`config.mk`:
```
export PLATFORM = sky130hd
export DESIGN_NAME = maze_node
export DESIGN_NICKNAME = d
export VERILOG_FILES = /design/src/hdl/maze_node_pkg.sv /design/src/hdl/ingress_port.sv /design/src/hdl/maze_node.sv /design/src/hdl/pkt_fifo.sv /design/src/hdl/qos_arbiter.sv /design/src/hdl/switch_core.sv
export VERILOG_INCLUDE_DIRS = /design/src /design/src/hdl
export SDC_FILE = /design/constraint.sdc
export NUM_CORES = 1
export LEC_CHECK = 0
export BUFFER_PORTS_ARGS = -buffer_cell sky130_fd_sc_hd__buf_2
export CAP_MARGIN = 0
export CORE_ASPECT_RATIO = 1.1
export CORE_MARGIN = 5
export CORE_UTILIZATION = 30
export DETAILED_ROUTE_END_ITERATION = 6
export GPL_ROUTABILITY_DRIVEN = 0
export GPL_TIMING_DRIVEN = 0
export PLACE_DENSITY = 0.44
export SLEW_MARGIN = 20
export SYNTH_ARGS = -nofsm -noshare
export SYNTH_HDL_FRONTEND = slang
export SYNTH_SLANG_ARGS = --single-unit
```
`constraint.sdc`:
```
create_clock -name clk_i -period 4.02 [get_ports clk_i]
set_clock_uncertainty 0.05 [all_clocks]
set_input_delay 0.201 -clock clk_i [delete_from_list [all_inputs] [get_ports clk_i]]
set_output_delay 0.201 -clock clk_i [all_outputs]
set_load 0.005 [all_outputs]
```
`src/hdl/maze_node_config.svh`:
```
// Widths fit an 8x8 mesh only; the packet word must equal the sum of the pkt_t fields
`ifndef MAZE_NODE_CONFIG_SVH
`define MAZE_NODE_CONFIG_SVH

// ==========================================================================
// Packet geometry
// ==========================================================================

`define MAZE_COORD_W 3   // One mesh axis, 0..7
`define MAZE_NODE_W 6    // Row on top, column below
`define MAZE_DATA_W 8    // Payload byte
`define MAZE_PKT_W 23    // type 2 + qos 1 + src 6 + tgt 6 + data 8

// ==========================================================================
// Buffering and placement
// ==========================================================================

`define MAZE_IN_DEPTH 2   // Per input link
`define MAZE_OUT_DEPTH 2  // Per output link

// Node position when the parent does not override it
`define MAZE_DEF_HP 3  // Column
`define MAZE_DEF_VP 3  // Row

`endif

```
`src/hdl/maze_node_pkg.sv`:
```
// Types only; the field order of pkt_t fixes the bit layout seen on every link
`include "maze_node_config.svh"

package maze_node_pkg;

    // ======================================================================
    // Addressing
    // ======================================================================

    typedef logic [`MAZE_COORD_W-1:0] coord_t;  // One axis
    typedef logic [`MAZE_NODE_W-1:0] node_t;    // {row, column}

    // ======================================================================
    // Packet word
    // ======================================================================

    typedef struct packed {
        logic [1:0]              pkt_type;  // Passed through untouched
        logic                    qos;       // 1 = high class
        node_t                   src;
        node_t                   tgt;
        logic [`MAZE_DATA_W-1:0] data;
    } pkt_t;

    // Output selected for a head packet
    typedef enum logic [1:0] {
        OUT_B,  // Local ejection
        OUT_X,  // Row link
        OUT_Y   // Column link
    } out_port_e;

    // Requester index, lower wins within a QoS class
    typedef enum logic [1:0] {
        SRC_A,
        SRC_X,
        SRC_Y
    } src_idx_e;

endpackage

```
`src/hdl/ingress_port.sv`:
```
// Route is combinational from the head packet and pg inputs; only unicast is assumed
`include "maze_node_config.svh"

module ingress_port #(
    parameter bit                    IS_LOCAL = 1'b0,  // 1 = A port rule
    parameter maze_node_pkg::coord_t HP       = `MAZE_DEF_HP,
    parameter maze_node_pkg::coord_t VP       = `MAZE_DEF_VP
) (
    input  logic                      clk_i,
    input  logic                      arst_n_i,
    input  logic                      in_vld_i,
    input  maze_node_pkg::pkt_t       in_pkt_i,
    output logic                      in_rdy_o,
    input  logic                      pg_en_i,
    input  maze_node_pkg::node_t      pg_node_i,
    output logic                      head_vld_o,
    output maze_node_pkg::pkt_t       head_pkt_o,
    output maze_node_pkg::out_port_e  head_dest_o,
    input  logic                      pop_i
);

    import maze_node_pkg::*;

    localparam node_t SELF = {VP, HP};

    coord_t tgt_x;       // Target column
    coord_t tgt_y;       // Target row
    node_t  mid1;        // Same row, target column
    node_t  mid2;        // Target row, same column
    logic   mid1_gated;
    logic   mid2_gated;
    logic   col_diff;    // Target not in this column

    // ======================================================================
    // Input buffer
    // ======================================================================

    pkt_fifo #(
        .DEPTH(`MAZE_IN_DEPTH)
    ) u_buf (
        .clk_i    (clk_i),
        .arst_n_i (arst_n_i),
        .wr_vld_i (in_vld_i),
        .wr_pkt_i (in_pkt_i),
        .wr_rdy_o (in_rdy_o),
        .rd_vld_o (head_vld_o),
        .rd_pkt_o (head_pkt_o),
        .rd_rdy_i (pop_i),      // Switch pops only a valid head
        .full_o   ()
    );

    // ======================================================================
    // Route of the head packet
    // ======================================================================

    assign tgt_x = head_pkt_o.tgt[`MAZE_COORD_W-1:0];
    assign tgt_y = head_pkt_o.tgt[`MAZE_NODE_W-1:`MAZE_COORD_W];

    assign mid1 = {VP, tgt_x};
    assign mid2 = {tgt_y, HP};

    assign mid1_gated = pg_en_i && (pg_node_i == mid1);
    assign mid2_gated = pg_en_i && (pg_node_i == mid2);
    assign col_diff   = (tgt_x != HP);

    always_comb begin
        if (head_pkt_o.tgt == SELF) begin
            head_dest_o = OUT_B;                        // Arrived
        end else if (IS_LOCAL && !mid1_gated) begin
            head_dest_o = col_diff ? OUT_X : OUT_Y;     // Towards first detour node
        end else if (IS_LOCAL && !mid2_gated) begin
            head_dest_o = OUT_Y;                        // Second node shares our column
        end else begin
            // Direct path, also the plain link rule
            head_dest_o = col_diff ? OUT_X : OUT_Y;
        end
    end

endmodule

```
`src/hdl/maze_node.sv`:
```
// One X and one Y link pair only; pg inputs steer the A detour and never gate this node
`include "maze_node_config.svh"

module maze_node #(
    parameter maze_node_pkg::coord_t HP = `MAZE_DEF_HP,  // Column
    parameter maze_node_pkg::coord_t VP = `MAZE_DEF_VP   // Row
) (
    input  logic                        clk_i,
    input  logic                        arst_n_i,
    // Local injection
    input  logic                        a_vld_i,
    input  logic                        a_qos_i,
    input  logic [1:0]                  a_type_i,
    input  maze_node_pkg::node_t        a_src_i,
    input  maze_node_pkg::node_t        a_tgt_i,
    input  logic [`MAZE_DATA_W-1:0]     a_data_i,
    output logic                        a_rdy_o,
    // Row link in
    input  logic                        x_in_vld_i,
    input  logic                        x_in_qos_i,
    input  logic [1:0]                  x_in_type_i,
    input  maze_node_pkg::node_t        x_in_src_i,
    input  maze_node_pkg::node_t        x_in_tgt_i,
    input  logic [`MAZE_DATA_W-1:0]     x_in_data_i,
    output logic                        x_in_rdy_o,
    // Column link in
    input  logic                        y_in_vld_i,
    input  logic                        y_in_qos_i,
    input  logic [1:0]                  y_in_type_i,
    input  maze_node_pkg::node_t        y_in_src_i,
    input  maze_node_pkg::node_t        y_in_tgt_i,
    input  logic [`MAZE_DATA_W-1:0]     y_in_data_i,
    output logic                        y_in_rdy_o,
    // Local ejection
    output logic                        b_vld_o,
    output logic                        b_qos_o,
    output logic [1:0]                  b_type_o,
    output maze_node_pkg::node_t        b_src_o,
    output maze_node_pkg::node_t        b_tgt_o,
    output logic [`MAZE_DATA_W-1:0]     b_data_o,
    input  logic                        b_rdy_i,
    // Row link out
    output logic                        x_out_vld_o,
    output logic                        x_out_qos_o,
    output logic [1:0]                  x_out_type_o,
    output maze_node_pkg::node_t        x_out_src_o,
    output maze_node_pkg::node_t        x_out_tgt_o,
    output logic [`MAZE_DATA_W-1:0]     x_out_data_o,
    input  logic                        x_out_rdy_i,
    // Column link out
    output logic                        y_out_vld_o,
    output logic                        y_out_qos_o,
    output logic [1:0]                  y_out_type_o,
    output maze_node_pkg::node_t        y_out_src_o,
    output maze_node_pkg::node_t        y_out_tgt_o,
    output logic [`MAZE_DATA_W-1:0]     y_out_data_o,
    input  logic                        y_out_rdy_i,
    // Power-gated node report
    input  logic                        pg_en_i,
    input  maze_node_pkg::node_t        pg_node_i
);

    import maze_node_pkg::*;

    pkt_t      a_pkt, x_pkt, y_pkt;        // Packed arrivals
    logic      a_hvld, x_hvld, y_hvld;     // Input heads
    pkt_t      a_hpkt, x_hpkt, y_hpkt;
    out_port_e a_dest, x_dest, y_dest;
    logic      a_pop, x_pop, y_pop;
    logic      b_push, xo_push, yo_push;   // Into output buffers
    pkt_t      b_wpkt, xo_wpkt, yo_wpkt;
    logic      b_full, xo_full, yo_full;
    pkt_t      b_pkt, xo_pkt, yo_pkt;      // Output heads

    assign a_pkt = '{pkt_type: a_type_i, qos: a_qos_i, src: a_src_i, tgt: a_tgt_i,
                     data: a_data_i};
    assign x_pkt = '{pkt_type: x_in_type_i, qos: x_in_qos_i, src: x_in_src_i,
                     tgt: x_in_tgt_i, data: x_in_data_i};
    assign y_pkt = '{pkt_type: y_in_type_i, qos: y_in_qos_i, src: y_in_src_i,
                     tgt: y_in_tgt_i, data: y_in_data_i};

    // ======================================================================
    // Ingress side
    // ======================================================================

    ingress_port #(.IS_LOCAL(1'b1), .HP(HP), .VP(VP)) u_ing_a (
        .clk_i(clk_i), .arst_n_i(arst_n_i),
        .in_vld_i(a_vld_i), .in_pkt_i(a_pkt), .in_rdy_o(a_rdy_o),
        .pg_en_i(pg_en_i), .pg_node_i(pg_node_i),
        .head_vld_o(a_hvld), .head_pkt_o(a_hpkt), .head_dest_o(a_dest), .pop_i(a_pop)
    );

    ingress_port #(.IS_LOCAL(1'b0), .HP(HP), .VP(VP)) u_ing_x (
        .clk_i(clk_i), .arst_n_i(arst_n_i),
        .in_vld_i(x_in_vld_i), .in_pkt_i(x_pkt), .in_rdy_o(x_in_rdy_o),
        .pg_en_i(pg_en_i), .pg_node_i(pg_node_i),
        .head_vld_o(x_hvld), .head_pkt_o(x_hpkt), .head_dest_o(x_dest), .pop_i(x_pop)
    );

    ingress_port #(.IS_LOCAL(1'b0), .HP(HP), .VP(VP)) u_ing_y (
        .clk_i(clk_i), .arst_n_i(arst_n_i),
        .in_vld_i(y_in_vld_i), .in_pkt_i(y_pkt), .in_rdy_o(y_in_rdy_o),
        .pg_en_i(pg_en_i), .pg_node_i(pg_node_i),
        .head_vld_o(y_hvld), .head_pkt_o(y_hpkt), .head_dest_o(y_dest), .pop_i(y_pop)
    );

    // ======================================================================
    // Switch
    // ======================================================================

    switch_core u_switch (
        .a_vld_i(a_hvld), .a_pkt_i(a_hpkt), .a_dest_i(a_dest),
        .x_vld_i(x_hvld), .x_pkt_i(x_hpkt), .x_dest_i(x_dest),
        .y_vld_i(y_hvld), .y_pkt_i(y_hpkt), .y_dest_i(y_dest),
        .a_pop_o(a_pop), .x_pop_o(x_pop), .y_pop_o(y_pop),
        .b_push_o(b_push), .b_pkt_o(b_wpkt), .b_full_i(b_full),
        .xo_push_o(xo_push), .xo_pkt_o(xo_wpkt), .xo_full_i(xo_full),
        .yo_push_o(yo_push), .yo_pkt_o(yo_wpkt), .yo_full_i(yo_full)
    );

    // ======================================================================
    // Output buffers, write side always has room when pushed
    // ======================================================================

    pkt_fifo #(.DEPTH(`MAZE_OUT_DEPTH)) u_out_b (
        .clk_i(clk_i), .arst_n_i(arst_n_i),
        .wr_vld_i(b_push), .wr_pkt_i(b_wpkt), .wr_rdy_o(),
        .rd_vld_o(b_vld_o), .rd_pkt_o(b_pkt), .rd_rdy_i(b_rdy_i), .full_o(b_full)
    );

    pkt_fifo #(.DEPTH(`MAZE_OUT_DEPTH)) u_out_x (
        .clk_i(clk_i), .arst_n_i(arst_n_i),
        .wr_vld_i(xo_push), .wr_pkt_i(xo_wpkt), .wr_rdy_o(),
        .rd_vld_o(x_out_vld_o), .rd_pkt_o(xo_pkt), .rd_rdy_i(x_out_rdy_i), .full_o(xo_full)
    );

    pkt_fifo #(.DEPTH(`MAZE_OUT_DEPTH)) u_out_y (
        .clk_i(clk_i), .arst_n_i(arst_n_i),
        .wr_vld_i(yo_push), .wr_pkt_i(yo_wpkt), .wr_rdy_o(),
        .rd_vld_o(y_out_vld_o), .rd_pkt_o(yo_pkt), .rd_rdy_i(y_out_rdy_i), .full_o(yo_full)
    );

    // Unpack output heads
    assign b_qos_o      = b_pkt.qos;
    assign b_type_o     = b_pkt.pkt_type;
    assign b_src_o      = b_pkt.src;
    assign b_tgt_o      = b_pkt.tgt;
    assign b_data_o     = b_pkt.data;
    assign x_out_qos_o  = xo_pkt.qos;
    assign x_out_type_o = xo_pkt.pkt_type;
    assign x_out_src_o  = xo_pkt.src;
    assign x_out_tgt_o  = xo_pkt.tgt;
    assign x_out_data_o = xo_pkt.data;
    assign y_out_qos_o  = yo_pkt.qos;
    assign y_out_type_o = yo_pkt.pkt_type;
    assign y_out_src_o  = yo_pkt.src;
    assign y_out_tgt_o  = yo_pkt.tgt;
    assign y_out_data_o = yo_pkt.data;

endmodule

```
`src/hdl/pkt_fifo.sv`:
```
// Write ready drops only when full, so a full buffer takes no write even while it is read
`include "maze_node_config.svh"

module pkt_fifo #(
    parameter int DEPTH = `MAZE_IN_DEPTH
) (
    input  logic                 clk_i,
    input  logic                 arst_n_i,
    input  logic                 wr_vld_i,
    input  maze_node_pkg::pkt_t  wr_pkt_i,
    output logic                 wr_rdy_o,
    output logic                 rd_vld_o,
    output maze_node_pkg::pkt_t  rd_pkt_o,
    input  logic                 rd_rdy_i,
    output logic                 full_o
);

    import maze_node_pkg::*;

    localparam int PTR_W = (DEPTH > 1) ? $clog2(DEPTH) : 1;
    localparam int CNT_W = $clog2(DEPTH + 1);

    logic [`MAZE_PKT_W-1:0] mem [DEPTH];  // Payload storage
    logic [PTR_W-1:0]       wr_ptr;
    logic [PTR_W-1:0]       rd_ptr;
    logic [CNT_W-1:0]       count;
    logic                   push;
    logic                   pop;

    assign full_o   = (count == CNT_W'(DEPTH));
    assign wr_rdy_o = ~full_o;               // State only
    assign rd_vld_o = (count != '0);
    assign rd_pkt_o = pkt_t'(mem[rd_ptr]);   // Head is always visible

    assign push = wr_vld_i & wr_rdy_o;
    assign pop  = rd_vld_o & rd_rdy_i;

    // Storage
    always_ff @(posedge clk_i) begin
        if (push) begin
            mem[wr_ptr] <= wr_pkt_i;
        end
    end

    // Pointers and fill level
    always_ff @(posedge clk_i or negedge arst_n_i) begin
        if (!arst_n_i) begin
            wr_ptr <= '0;
            rd_ptr <= '0;
            count  <= '0;
        end else begin
            if (push) begin
                wr_ptr <= (wr_ptr == PTR_W'(DEPTH - 1)) ? '0 : wr_ptr + 1'b1;  // Wrap
            end
            if (pop) begin
                rd_ptr <= (rd_ptr == PTR_W'(DEPTH - 1)) ? '0 : rd_ptr + 1'b1;
            end
            case ({push, pop})
                2'b10:   count <= count + 1'b1;
                2'b01:   count <= count - 1'b1;
                default: count <= count;  // Both or neither
            endcase
        end
    end

endmodule

```
`src/hdl/qos_arbiter.sv`:
```
// Three requesters, fixed priority inside a class, no fairness between equal-class inputs
module qos_arbiter (
    input  logic [2:0] req_i,
    input  logic [2:0] qos_i,    // Per requester class
    input  logic       room_i,   // Output buffer not full
    output logic [2:0] grant_o   // One-hot or zero
);

    always_comb begin
        logic found;

        found   = 1'b0;
        grant_o = '0;

        if (room_i) begin
            // High class first
            for (int i = 0; i < 3; i++) begin
                if (!found && req_i[i] && qos_i[i]) begin
                    grant_o[i] = 1'b1;
                    found      = 1'b1;
                end
            end

            // Then low class, still lowest index
            for (int i = 0; i < 3; i++) begin
                if (!found && req_i[i] && !qos_i[i]) begin
                    grant_o[i] = 1'b1;
                    found      = 1'b1;
                end
            end
        end
    end

endmodule

```
`src/hdl/switch_core.sv`:
```
// Single-cycle crossbar; each input names one output, so it wins at most once per cycle
module switch_core (
    input  logic                      a_vld_i,
    input  maze_node_pkg::pkt_t       a_pkt_i,
    input  maze_node_pkg::out_port_e  a_dest_i,
    input  logic                      x_vld_i,
    input  maze_node_pkg::pkt_t       x_pkt_i,
    input  maze_node_pkg::out_port_e  x_dest_i,
    input  logic                      y_vld_i,
    input  maze_node_pkg::pkt_t       y_pkt_i,
    input  maze_node_pkg::out_port_e  y_dest_i,
    output logic                      a_pop_o,
    output logic                      x_pop_o,
    output logic                      y_pop_o,
    output logic                      b_push_o,
    output maze_node_pkg::pkt_t       b_pkt_o,
    input  logic                      b_full_i,
    output logic                      xo_push_o,
    output maze_node_pkg::pkt_t       xo_pkt_o,
    input  logic                      xo_full_i,
    output logic                      yo_push_o,
    output maze_node_pkg::pkt_t       yo_pkt_o,
    input  logic                      yo_full_i
);

    import maze_node_pkg::*;

    logic [2:0] in_vld;
    logic [2:0] in_qos;
    pkt_t       in_pkt  [3];   // Indexed by src_idx_e
    out_port_e  in_dest [3];
    logic [2:0] out_full;      // Indexed by out_port_e
    logic [2:0] out_push;
    pkt_t       out_pkt [3];
    logic [2:0] grant   [3];   // grant[output][input]

    // ======================================================================
    // Gather inputs and outputs into arrays
    // ======================================================================

    assign in_vld = {y_vld_i, x_vld_i, a_vld_i};
    assign in_pkt[SRC_A] = a_pkt_i;
    assign in_pkt[SRC_X] = x_pkt_i;
    assign in_pkt[SRC_Y] = y_pkt_i;
    assign in_dest[SRC_A] = a_dest_i;
    assign in_dest[SRC_X] = x_dest_i;
    assign in_dest[SRC_Y] = y_dest_i;
    assign in_qos = {y_pkt_i.qos, x_pkt_i.qos, a_pkt_i.qos};

    assign out_full = {yo_full_i, xo_full_i, b_full_i};

    // ======================================================================
    // One arbiter and data select per output
    // ======================================================================

    for (genvar o = 0; o < 3; o++) begin : g_out
        logic [2:0] req;

        for (genvar i = 0; i < 3; i++) begin : g_req
            assign req[i] = in_vld[i] && (in_dest[i] == out_port_e'(o));
        end

        qos_arbiter u_arb (
            .req_i   (req),
            .qos_i   (in_qos),
            .room_i  (~out_full[o]),
            .grant_o (grant[o])
        );

        assign out_push[o] = |grant[o];

        always_comb begin
            out_pkt[o] = in_pkt[SRC_A];  // Don't care when no grant
            for (int i = 0; i < 3; i++) begin
                if (grant[o][i]) begin
                    out_pkt[o] = in_pkt[i];
                end
            end
        end
    end

    // An input leaves its buffer on the edge its head is pushed
    assign a_pop_o = grant[OUT_B][SRC_A] | grant[OUT_X][SRC_A] | grant[OUT_Y][SRC_A];
    assign x_pop_o = grant[OUT_B][SRC_X] | grant[OUT_X][SRC_X] | grant[OUT_Y][SRC_X];
    assign y_pop_o = grant[OUT_B][SRC_Y] | grant[OUT_X][SRC_Y] | grant[OUT_Y][SRC_Y];

    assign b_push_o  = out_push[OUT_B];
    assign b_pkt_o   = out_pkt[OUT_B];
    assign xo_push_o = out_push[OUT_X];
    assign xo_pkt_o  = out_pkt[OUT_X];
    assign yo_push_o = out_push[OUT_Y];
    assign yo_pkt_o  = out_pkt[OUT_Y];

endmodule

```
# After elaboration in Yosys (flattened, before gate mapping)
# Memories as Yosys holds them, arrays and structs flattened.
# Cells that the tools add are included.
[totals]
regBits = 24
output_inout_bits = 75
input_bits = 84
rom_bits = 0
latch_bits = 0
word_cells = 276
ram_bits = 276
n_memories = 6
[op_classes]
addsub = 24
reduce_logical = 80
n_bitwise = 24
magnitude_cmp = 0
shifts = 0
eq_ne = 32
div_mod_pow = 0
n_mux = 92
multipliers = 0
[memory_table]
columns = ["memory", "depth", "word_bits", "rd", "rd_clocked_by_memory_dff", "write_ports", "line_no", "text"]
rows = [
  ["u_ing_a.u_buf.mem", 2, 23, 1, 0, 1, "pkt_fifo.sv:23", "logic [`MAZE_PKT_W-1:0] mem [DEPTH];"],
  ["u_ing_x.u_buf.mem", 2, 23, 1, 0, 1, "pkt_fifo.sv:23", ""],
  ["u_ing_y.u_buf.mem", 2, 23, 1, 0, 1, "pkt_fifo.sv:23", ""],
  ["u_out_b.mem", 2, 23, 1, 0, 1, "pkt_fifo.sv:23", ""],
  ["u_out_x.mem", 2, 23, 1, 0, 1, "pkt_fifo.sv:23", ""],
  ["u_out_y.mem", 2, 23, 1, 0, 1, "pkt_fifo.sv:23", ""],
]
[ops]
columns = ["op", "n"]
rows = [
  ["$mux W23", 6],
  ["$mux W1", 69],
  ["$logic_and A1 B1 Y1", 44],
  ["$eq A2 B2 Y1 const B", 15],
  ["$pmux W2 S2", 6],
  ["$reduce_bool A2 Y1", 12],
  ["$eq A2 B1 Y1 const B", 9],
  ["$eq A6 B5 Y1 const B", 3],
  ["$logic_not A1 Y1", 18],
  ["$mux W2", 8],
  ["$add A1 B1 Y1 const B", 12],
  ["$add A2 B1 Y2 const B", 6],
  ["$and A1 B1 Y1", 12],
  ["$sub A2 B1 Y2 const B", 6],
  ["$mux W3", 3],
  ["$ne A3 B2 Y1 const B", 3],
  ["$reduce_or A3 Y1", 3],
  ["$eq A6 B5 Y1", 1],
  ["$eq A6 B6 Y1", 1],
  ["$logic_not A2 Y1", 3],
  ["$not A1 Y1", 6],
  ["$or A1 B1 Y1", 6],
]

# Logic depth before layout (Yosys ltp)
# Gate-level depths: netlist of the first run.
# An unclocked memory read counts as a cell.
[depth]
word_depth = 41
ltp_mapped = 13
depth_no_buf = 11

# Cells and area by module
# From an unflattened synthesis of the first run, not the netlist that was laid out.
[hier_totals]
hier_cells = 842
area_unflattened_um2 = 13232.7
[modules_own_cells]
columns = ["mod", "cells_per_inst", "area_per_inst_um2", "instances", "seq_area_each_um2"]
rows = [
  ["pkt_fifo", 90, 1866.8, 6, 1481.4],
  ["switch_core", 251, 1605.3, 1, 0.0],
  ["qos_arbiter", 10, 81.3, 3, 0.0],
  ["ingress_port at u_ing_a", 15, 110.1, 1, 0.0],
  ["ingress_port at u_ing_x ...", 3, 36.3, 2, 0.0],
]

# Worst setup path after synthesis of the first run
# Ideal clock, no wire load.
[synth_timing]
path_kind = "reg-to-reg"
startpoint = "register u_ing_y.u_buf.rd_ptr"
endpoint = "memory u_out_b.mem[0][0] (netlist bit), enable pin"
n_path_buf = 2
setup_time_ns = 0.411
arrival_ns = 3.255
slack_ns = 0.304
required_ns = 3.559
stages_incl_launch_ff = 9
path_cell_list = "dfrtp_1 buf_2 nand3b_1 a21oi_1 or3b_1 or3_1 buf_2 and2_1 a21oi_1"
[synth_between]
elab_chain_len = 29
elab_cells_between_ends = 34
classes_between = "eq/ne (2); mux (15); bitwise (1); reduce/logical (15); memory (1)"
[synth_rtl]
columns = ["element", "line_no", "text"]
rows = [
  ["from (decl)", "pkt_fifo.sv:25", "logic [PTR_W-1:0] rd_ptr;"],
  ["from (signal assigned)", "pkt_fifo.sv:56", "rd_ptr <= (rd_ptr == PTR_W'(DEPTH - 1)) ? '0 : rd_ptr + 1'b1;"],
  ["$mem_v2 Z2 W23 (*)", "n/a", ""],
  ["$ne A3 B2 Y1", "ingress_port.sv:64", "assign col_diff = (tgt_x != HP);"],
  ["$mux W2", "ingress_port.sv:75", "head_dest_o = col_diff ? OUT_X : OUT_Y;"],
  ["$mux W2", "ingress_port.sv:67", "if (head_pkt_o.tgt == SELF) begin"],
  ["$logic_not A2 Y1", "switch_core.sv:60", "assign req[i] = in_vld[i] && (in_dest[i] == out_port_e'(o));"],
  ["$logic_and A1 B1 Y1", "switch_core.sv:60", ""],
  ["$logic_and A1 B1 Y1 (2 in series)", "qos_arbiter.sv:18", "if (!found && req_i[i] && qos_i[i]) begin"],
  ["$mux W1", "qos_arbiter.sv:18", ""],
  ["(+11 left out)", "n/a", ""],
  ["$logic_not A1 Y1", "qos_arbiter.sv:26", "if (!found && req_i[i] && !qos_i[i]) begin"],
  ["$logic_and A1 B1 Y1 (2 in series)", "qos_arbiter.sv:26", ""],
  ["$mux W1", "qos_arbiter.sv:26", ""],
  ["$mux W3 (*)", "qos_arbiter.sv:15", "if (room_i) begin"],
  ["$reduce_or A3 Y1 (*)", "switch_core.sv:70", "assign out_push[o] = |grant[o];"],
  ["$and A1 B1 Y1 (*)", "pkt_fifo.sv:35", "assign push = wr_vld_i & wr_rdy_o;"],
  ["$mux W1 (*)", "pkt_fifo.sv:40", "if (push) begin"],
  ["$mux W1 (implied by the code) (*)", "pkt_fifo.sv:41", "mem[wr_ptr] <= wr_pkt_i;"],
  ["to (decl)", "pkt_fifo.sv:23", ""],
]
# Mark *: on every way between the ends. The rest lies on a longest branch, timed or not. The select of a mux whose other input is x is not followed.

# Worst setup path in the final report of the first run
[layout_timing]
startpoint = "register u_ing_a.u_buf.rd_ptr"
endpoint = "register u_ing_x.u_buf.count[1]"
[layout_between]
elab_chain_len = 36
elab_cells_between_ends = 97
classes_between = "eq/ne (8); mux (38); bitwise (3); reduce/logical (47); memory (1)"
[layout_rtl]
columns = ["element", "line_no", "text"]
rows = [
  ["from (decl)", "pkt_fifo.sv:25", ""],
  ["from (signal assigned)", "pkt_fifo.sv:56", ""],
  ["$mem_v2 Z2 W23 (*)", "n/a", ""],
  ["$ne A3 B2 Y1 / $eq A6 B6 Y1 (equally long branches)", "ingress_port.sv:64, ingress_port.sv:63", ""],
  ["$mux W2 / $logic_and A1 B1 Y1 (equally long branches)", "ingress_port.sv:70, ingress_port.sv:75, ingress_port.sv:63", ""],
  ["$mux W2", "ingress_port.sv:71", "end else if (IS_LOCAL && !mid2_gated) begin"],
  ["$mux W2", "ingress_port.sv:69", "end else if (IS_LOCAL && !mid1_gated) begin"],
  ["$mux W2", "ingress_port.sv:67", ""],
  ["$eq A2 B1 Y1 / $logic_not A2 Y1 (equally long branches)", "switch_core.sv:60", ""],
  ["$logic_and A1 B1 Y1", "switch_core.sv:60", ""],
  ["(+21 left out)", "n/a", ""],
  ["$mux W1", "qos_arbiter.sv:26", ""],
  ["$mux W3", "qos_arbiter.sv:15", ""],
  ["$or A1 B1 Y1", "switch_core.sv:84", "assign x_pop_o = grant[OUT_B][SRC_X] | grant[OUT_X][SRC_X] | grant[OUT_Y][SRC_X];"],
  ["$or A1 B1 Y1 (*)", "switch_core.sv:84", ""],
  ["$and A1 B1 Y1 (*)", "pkt_fifo.sv:36", "assign pop = rd_vld_o & rd_rdy_i;"],
  ["named net u_ing_x.u_buf.pop", "pkt_fifo.sv:28", "logic pop;"],
  ["$eq A2 B1 Y1 / $eq A2 B2 Y1 (equally long branches)", "pkt_fifo.sv:58", "case ({push, pop})"],
  ["$pmux W2 S2 / $reduce_bool A2 Y1 (equally long branches)", "n/a", ""],
  ["to (signal assigned)", "pkt_fifo.sv:59", "2'b10: count <= count + 1'b1;"],
  ["to (signal assigned)", "pkt_fifo.sv:60", "2'b01: count <= count - 1'b1;"],
  ["to (signal assigned)", "pkt_fifo.sv:61", "default: count <= count;"],
  ["to (decl)", "pkt_fifo.sv:26", "logic [CNT_W-1:0] count;"],
]
# Mark *: on every way through the listed nets, which the timed path passes. The rest lies on a longest branch. The select of a mux whose other input is x is not followed.
# A chain may end at the register's enable or synchronous reset.

==> reports/metrics.cfg, run 1 <==
[route]
final_antenna_net_count = 0
viasPerCell = 4.75
via_count = 8061
drc = 0
drt_wl_total_mm = 37.8
wl_per_cell_um = 22.3
dr.first_iter.drc_count = 446
first_pass_iters = 5

[clock_network]
insertion_delay_ns = 0.52
tritoncts = done
clkTransAtPathRegs_ns = 0.06
numCtsBuffers = 34
cts-root-buf = clkbuf_16
post_cts_buffers = 0
htreeDepth = 2
clk_path_buf_depth = 3
cts_sinks = 300

[floorplan]
num_rows = 80
fp.dieArea_um2 = 48200
die_h_um = 230
start_util = 0.303
die_w_um = 210
coreArea_um2 = 43400
io_pins = 159

[worst_setup_path]
critPathLaunch = u_ing_a.u_buf.rd_ptr
cp_data_arrival_time_ns = 4.21
crit_family = simple AND/OR/NAND/NOR gates
slowest_stage = mux2i_2
r2r-start = u_ing_a.u_buf.rd_ptr
end_kind = register
path_class = register to register
slowest_delay_ns = 0.58
critical_path.startpoint_type = register
critPathBufInv = 2
crit_required_ns = 4.42
path_cells = buf_6, mux2i_2, xor2_1, nand4_1, o21ai_2, a211o_1, clkbuf_1, nand4_1, ha_1, nor2_1, xor2_1
cp_max_fo = 10

[final_layout]
layout.nets = 1190
diodes = 0
syn2layout_area_growth_pct = 25.7
finalInstanceArea_um2 = 16600
drive_above_1_share = 0.324

[synthesis]
synth-edff-count = 276
synth_warnings = 0
synthCells = 833
synth_nets = 923
async_flop_share = 0.0800
syn_avg_cell_area_um2 = 15.8
ys_seq_area_frac = 0.674
synthesis.area_um2 = 13200
yosys_most_used_dff = edfxtp_1
synth_seq_cells = 300
ys_types = 55

[placement]
post_dp_cell_area_um2 = 14800
io_buffers = 158
place_hpwl_mm = 27.8

[timing]
slew_violations = 0
rsz0062_at_grt = false
worstMarginPinSlew_ns = 0.808
min_period_ns = 3.81
post-route-period-util = 0.949
slew_headroom = 0.461
finalHoldViolations = 0
setup_viol = 0
tns_ns = 0
fmax_mhz = 262

[hold_path]
worstHoldPathType = primary input to register
min_from = a_vld_i

[power]
p_leak_nw = 6.32
ir_drop_mv = 0.363
powerDensity_nw_per_um2 = 825

[run]
maxCapViolCount = 0

[global_route]
grt-ovfl-total = 0
antenna_found_initial = 0
grt_pass1_wl_mm = 55.1
gr-usage-all-layers = 0.155
grt_pass1_vias = 8332
grt_max_degree = 25

[status]
status = completed

report_power, final:
| part | total [mW] | internal, mW | leakage, nW | switching (mW) |
|---|---|---|---|---|
| Combinational | 5.62 | 2.15 | 3.00 | 3.47 |
| Sequential | 5.15 | 4.86 | 2.82 | 0.295 |
| Clock | 2.88 | 1.70 | 0.504 | 1.18 |
worst min-delay path, delay by kind of cell:
kind / cells / cell delay, ns
AND/OR/NAND/NOR: 1 / 0.16
buffers and inverters: 1 / 0.11
XOR/XNOR: 1 / 0.09
what timing repair did:
action | 4_1_cts | 5_1_grt
setup endpoints to repair | 2 | 51
hold buffers | 72 | 0
resized for setup | 1 | 5
gates cloned | 0 | 0
hold endpoints to repair | 164 | 0
pin swaps | 0 | 0
cells by family after synthesis:
family,after synthesis,share of synthesized area
AO/OA/AOI/OAI,112,0.0559
XOR/XNOR,36,0.0239
adder cells (fa/ha/maj),6,0.00570
AND/OR/NAND/NOR,127,0.0556
multiplexers,206,0.167
flip-flops,300,0.674
buffers and inverters,46,0.0170
layout make-up:
type,count,area [um^2]
clock buffers,47,941
flip-flops and latches,300,8890
well taps,574,718
inverters,5,18.8
fillers,4134,26900
repair buffers,231,1540
plain buffers,41,205
clock inverters,13,90.1
multi-input cells,487,4160
layer usage:
metal  wire [um]  global-route usage  up-vias
met3        1590              0.0241       54
met5           0                   0        -
li1            -                   -     3756
met4        1050              0.0540        0
met2       18100               0.255      223
met1       17000               0.211     4028
sequential cells by signal, indices dropped and copies added (netlist names), 2 cells and up:
| register | flops |
|---|---|
| u_ing_a.u_buf.mem | 46 |
| u_out_x.mem | 46 |
| u_ing_y.u_buf.mem | 46 |
| u_out_y.count | 2 |
| u_ing_a.u_buf.count | 2 |
| u_ing_x.u_buf.mem | 46 |
| u_ing_y.u_buf.count | 2 |
| u_out_b.mem | 46 |
| u_out_x.count | 2 |
| u_out_y.mem | 46 |
| u_ing_x.u_buf.count | 2 |
| u_out_b.count | 2 |
synthesized netlist by cell type (4+ instances only):
cell type | n | area share
mux2_2 | 112 | 0.096
xor2_1 | 17 | 0.011
a21oi_1 | 32 | 0.012
dfrtp_1 | 24 | 0.046
and3_1 | 6 | 0.0028
nor3_1 | 23 | 0.0087
o21ai_1 | 7 | 0.0027
nand3_1 | 7 | 0.0027
mux2i_1 | 93 | 0.071
inv_1 | 5 | 0.0014
nand3b_1 | 5 | 0.0028
o21ai_0 | 15 | 0.0057
nor2_1 | 28 | 0.0080
buf_2 | 11 | 0.0042
edfxtp_1 | 276 | 0.63
nor2b_1 | 6 | 0.0028
ha_1 | 6 | 0.0057
o31ai_1 | 17 | 0.0097
o21bai_1 | 18 | 0.010
xnor2_1 | 19 | 0.013
buf_4 | 4 | 0.0023
a211oi_1 | 4 | 0.0023
and2_1 | 8 | 0.0038
nand2b_1 | 7 | 0.0033
clkbuf_1 | 23 | 0.0066
nand2_1 | 11 | 0.0031
through the flow:
stage	setup slack (ns)	utilization	cells	hold slack, ns	total power [mW]
2_1_floorplan	0.304	-	833	-0.145	8.53
3_3_place_gp	-0.963	0.338	1565	0.283	10.8
3_5_place_dp	-0.120	0.340	1566	0.302	10.9
4_1_cts	0.0222	0.381	1698	0.0208	13.9
5_1_grt	0.0457	0.381	1698	0.0381	14.5
6_report	0.205	0.381	1698	0.0428	13.7
path summary, 6_finish.rpt:
path | slack [ns] | end | cells past startpoint
setup / recovery | 0.21 | u_ing_x.u_buf.count[1] | 11
hold / removal | 0.04 | u_ing_a.u_buf.wr_ptr | 3
setup reg to reg | 0.21 | u_ing_x.u_buf.count[1] | 11
hold reg to reg | 0.44 | u_out_b.count[1] | 1
max in group asynchronous | 3.18 | u_out_b.rd_ptr | 2
min in group asynchronous | 0.26 | u_ing_x.u_buf.wr_ptr | 2
cell usage in the layout, fill, tap and decap left out, types with 4 or more instances in the layout:
cell             n
nor2_4           5
ha_1             6
o21ai_0         15
nand3b_1         5
inv_1            5
nand3_1          7
buf_4            4
nor3_1          23
edfxtp_1       276
mux2i_1         89
nor2b_1          5
xor2_1          17
a211oi_1         4
dlygate4sd3_1   72
o21ai_1          7
mux2_2         112
nor2_1          23
xnor2_1         19
clkinv_1         5
dfrtp_1         24
nand2b_1         7
o21bai_1        18
mux2i_2          5
nand2_1         11
clkbuf_1        33
clkinv_2         5
buf_2          169
o31ai_1         17
a21oi_1         31
clkbuf_16       35
and2_1           6
(Power assumes the default switching activity.)
==> run 2, diff against run 1 <==
- CORE_MARGIN: 5 -> 3
==> reports/metrics.cfg, run 2 (synthesis results as in run 1) <==
[timing]
slew_headroom = 0.455  ; -0.00631
slew_violations = 0  ; unchanged
tns_ns = 0  ; unchanged
post-route-period-util = 0.921  ; -0.0283
finalHoldViolations = 0  ; unchanged
holdWs_ns = 0.0462  ; +0.00334 ns
setup_viol = 0  ; unchanged
rsz0062_at_grt = false
worstMarginPinSlew_ns = 0.817  ; +0.00946 ns
timing.final.ws_setup_ns = 0.319  ; +0.114 ns
min_period_ns = 3.70  ; -0.114 ns
fmax_mhz = 270  ; +3.1%

[worst_setup_path]
path_class = register to register
cp_max_fo = 23  ; +13
timing.critical_path.to = u_out_x.mem[1][1]
critical_path.startpoint_type = register
reg2reg_depth = 8  ; -3
crit_required_ns = 4.12  ; -0.30 ns
cp_data_arrival_time_ns = 3.80  ; -0.41 ns
critPathLaunch = u_ing_a.u_buf.rd_ptr
end_kind = register
ff2ff_setup_slack_ns = 0.32  ; +0.11 ns
reg2reg_to = u_out_x.mem[1][1]
r2r-start = u_ing_a.u_buf.rd_ptr

[route]
dr.first_iter.drc_count = 353  ; -21%
drt_wl_total_mm = 37.2  ; -1.6%
viasPerCell = 4.70  ; -0.92%
wl_per_cell_um = 22.0  ; -1.2%
drc = 0  ; unchanged
via_count = 7954  ; -1.3%
final_antenna_net_count = 0  ; unchanged
first_pass_iters = 6  ; +1

[global_route]
grt-ovfl-total = 0  ; unchanged
grt_pass1_wl_mm = 52.9  ; -4.0%
gr-usage-all-layers = 0.160  ; +0.00411
grt_max_degree = 25  ; unchanged
antenna_found_initial = 1  ; +1
grt_pass1_vias = 7865  ; -5.6%

[clock_network]
post_cts_buffers = 0  ; unchanged
htreeDepth = 2  ; unchanged
tritoncts = done
cts-root-buf = clkbuf_16
insertion_delay_ns = 0.53  ; about the same
clkTransAtPathRegs_ns = 0.06  ; about the same
numCtsBuffers = 34  ; unchanged
cts_sinks = 300  ; unchanged
clk_path_buf_depth = 3  ; unchanged

[hold_path]
worstHoldPathType = primary input to register
min_from = y_out_rdy_i

[floorplan]
io_pins = 159  ; unchanged
coreArea_um2 = 42800  ; -1.5%
die_w_um = 206  ; -1.9%
die_h_um = 226  ; -1.7%
fp.dieArea_um2 = 46500  ; -3.6%
num_rows = 79  ; -1.3%
start_util = 0.308  ; +0.00455

[placement]
post_dp_cell_area_um2 = 14800  ; about the same
io_buffers = 158  ; unchanged
dp_cells = 1559  ; -0.45%
place_hpwl_mm = 27.3  ; -1.8%
pre_cts_slack_ns = -0.119  ; +0.000396 ns

[final_layout]
multi_input_area_um2 = 4160  ; unchanged
syn2layout_area_growth_pct = 26.3
finalInstanceArea_um2 = 16600  ; +0.52%
final_cell_mix = edfxtp_1, buf_2, mux2_2
fin_cells = 1691  ; -0.41%
nFillCells = 3992  ; -3.4%
diodes = 0  ; unchanged
seq_area_um2 = 8890  ; unchanged
drive_above_1_share = 0.323  ; -0.000890
layout.nets = 1192  ; +0.17%
final_util = 0.389  ; +0.00773
layout_commonest_cell = edfxtp_1

[power]
p_leak_nw = 6.37  ; +0.66%
total_power_mw = 13.8  ; +1.3%
powerDensity_nw_per_um2 = 831  ; +0.79%
ir_drop_mv = 0.313  ; -14%

[run]
maxCapViolCount = 0  ; unchanged

[status]
status = completed

==> run 2: cell count changes in the layout (fill, tap and decap cells not counted), sizes merged <==
cell / previous run / this run
clkinv: 10 / 2
clkbuf: 70 / 76
bufinv: 1 / 3
dlygate4sd3: 72 / 74
inv: 6 / 5
clkinvlp: 1 / 0
==> run 2: per-layer routing <==
layer	up-vias	global-route usage	share of wire
li1	3758	-	-
met1	3959	0.220	0.46
met4	0	0.0431	0.023
met5	-	0	0
met2	192	0.260	0.48
met3	45	0.0285	0.041
==> run 2: cell type report <==
| class | instances | area share |
|---|---|---|
| buffer | 41 | 0.0123 |
| clock inverter | 5 | 0.00601 |
| timing repair buffer | 233 | 0.0937 |
| tap | 567 | 0.0426 |
| multi-input combinational | 487 | 0.250 |
| inverter | 5 | 0.00113 |
| sequential | 300 | 0.534 |
| clock buffer | 53 | 0.0604 |
==> run 2: worst min-delay path by stage <==
stage	endpoint	slack [ns]	depth (start not counted)
global route	u_out_b.rd_ptr	0.04	3
detailed placement	u_ing_a.u_buf.wr_ptr	0.29	1
finish	u_out_y.rd_ptr	0.05	3
global placement	u_ing_a.u_buf.wr_ptr	0.29	1
floorplan	u_ing_a.u_buf.count[0]	-0.14	0
CTS	u_out_y.rd_ptr	0.02	3
==> run 2: repair_timing <==
action	CTS	global route
gates resized for setup	1	5
endpoints found under the setup margin	2	53
hold buffers	74	0
hold endpoints to repair	166	0
==> run 2: worst max-delay path, cell delays in order (launching register included) <==
cell	delay, ns
dfrtp_1	0.39
buf_6	0.18
mux2i_2	0.57
xor2_1	0.20
nand4_1	0.25
o221a_2	0.42
nor2_1	0.40
o31ai_4	0.23
nor2_4	0.62
==> run 2: report_power, final <==
part	internal, mW	switching [mW]
registers	4.86	0.294
clock network	1.91	1.17
logic	2.15	3.45
total	8.92	4.92
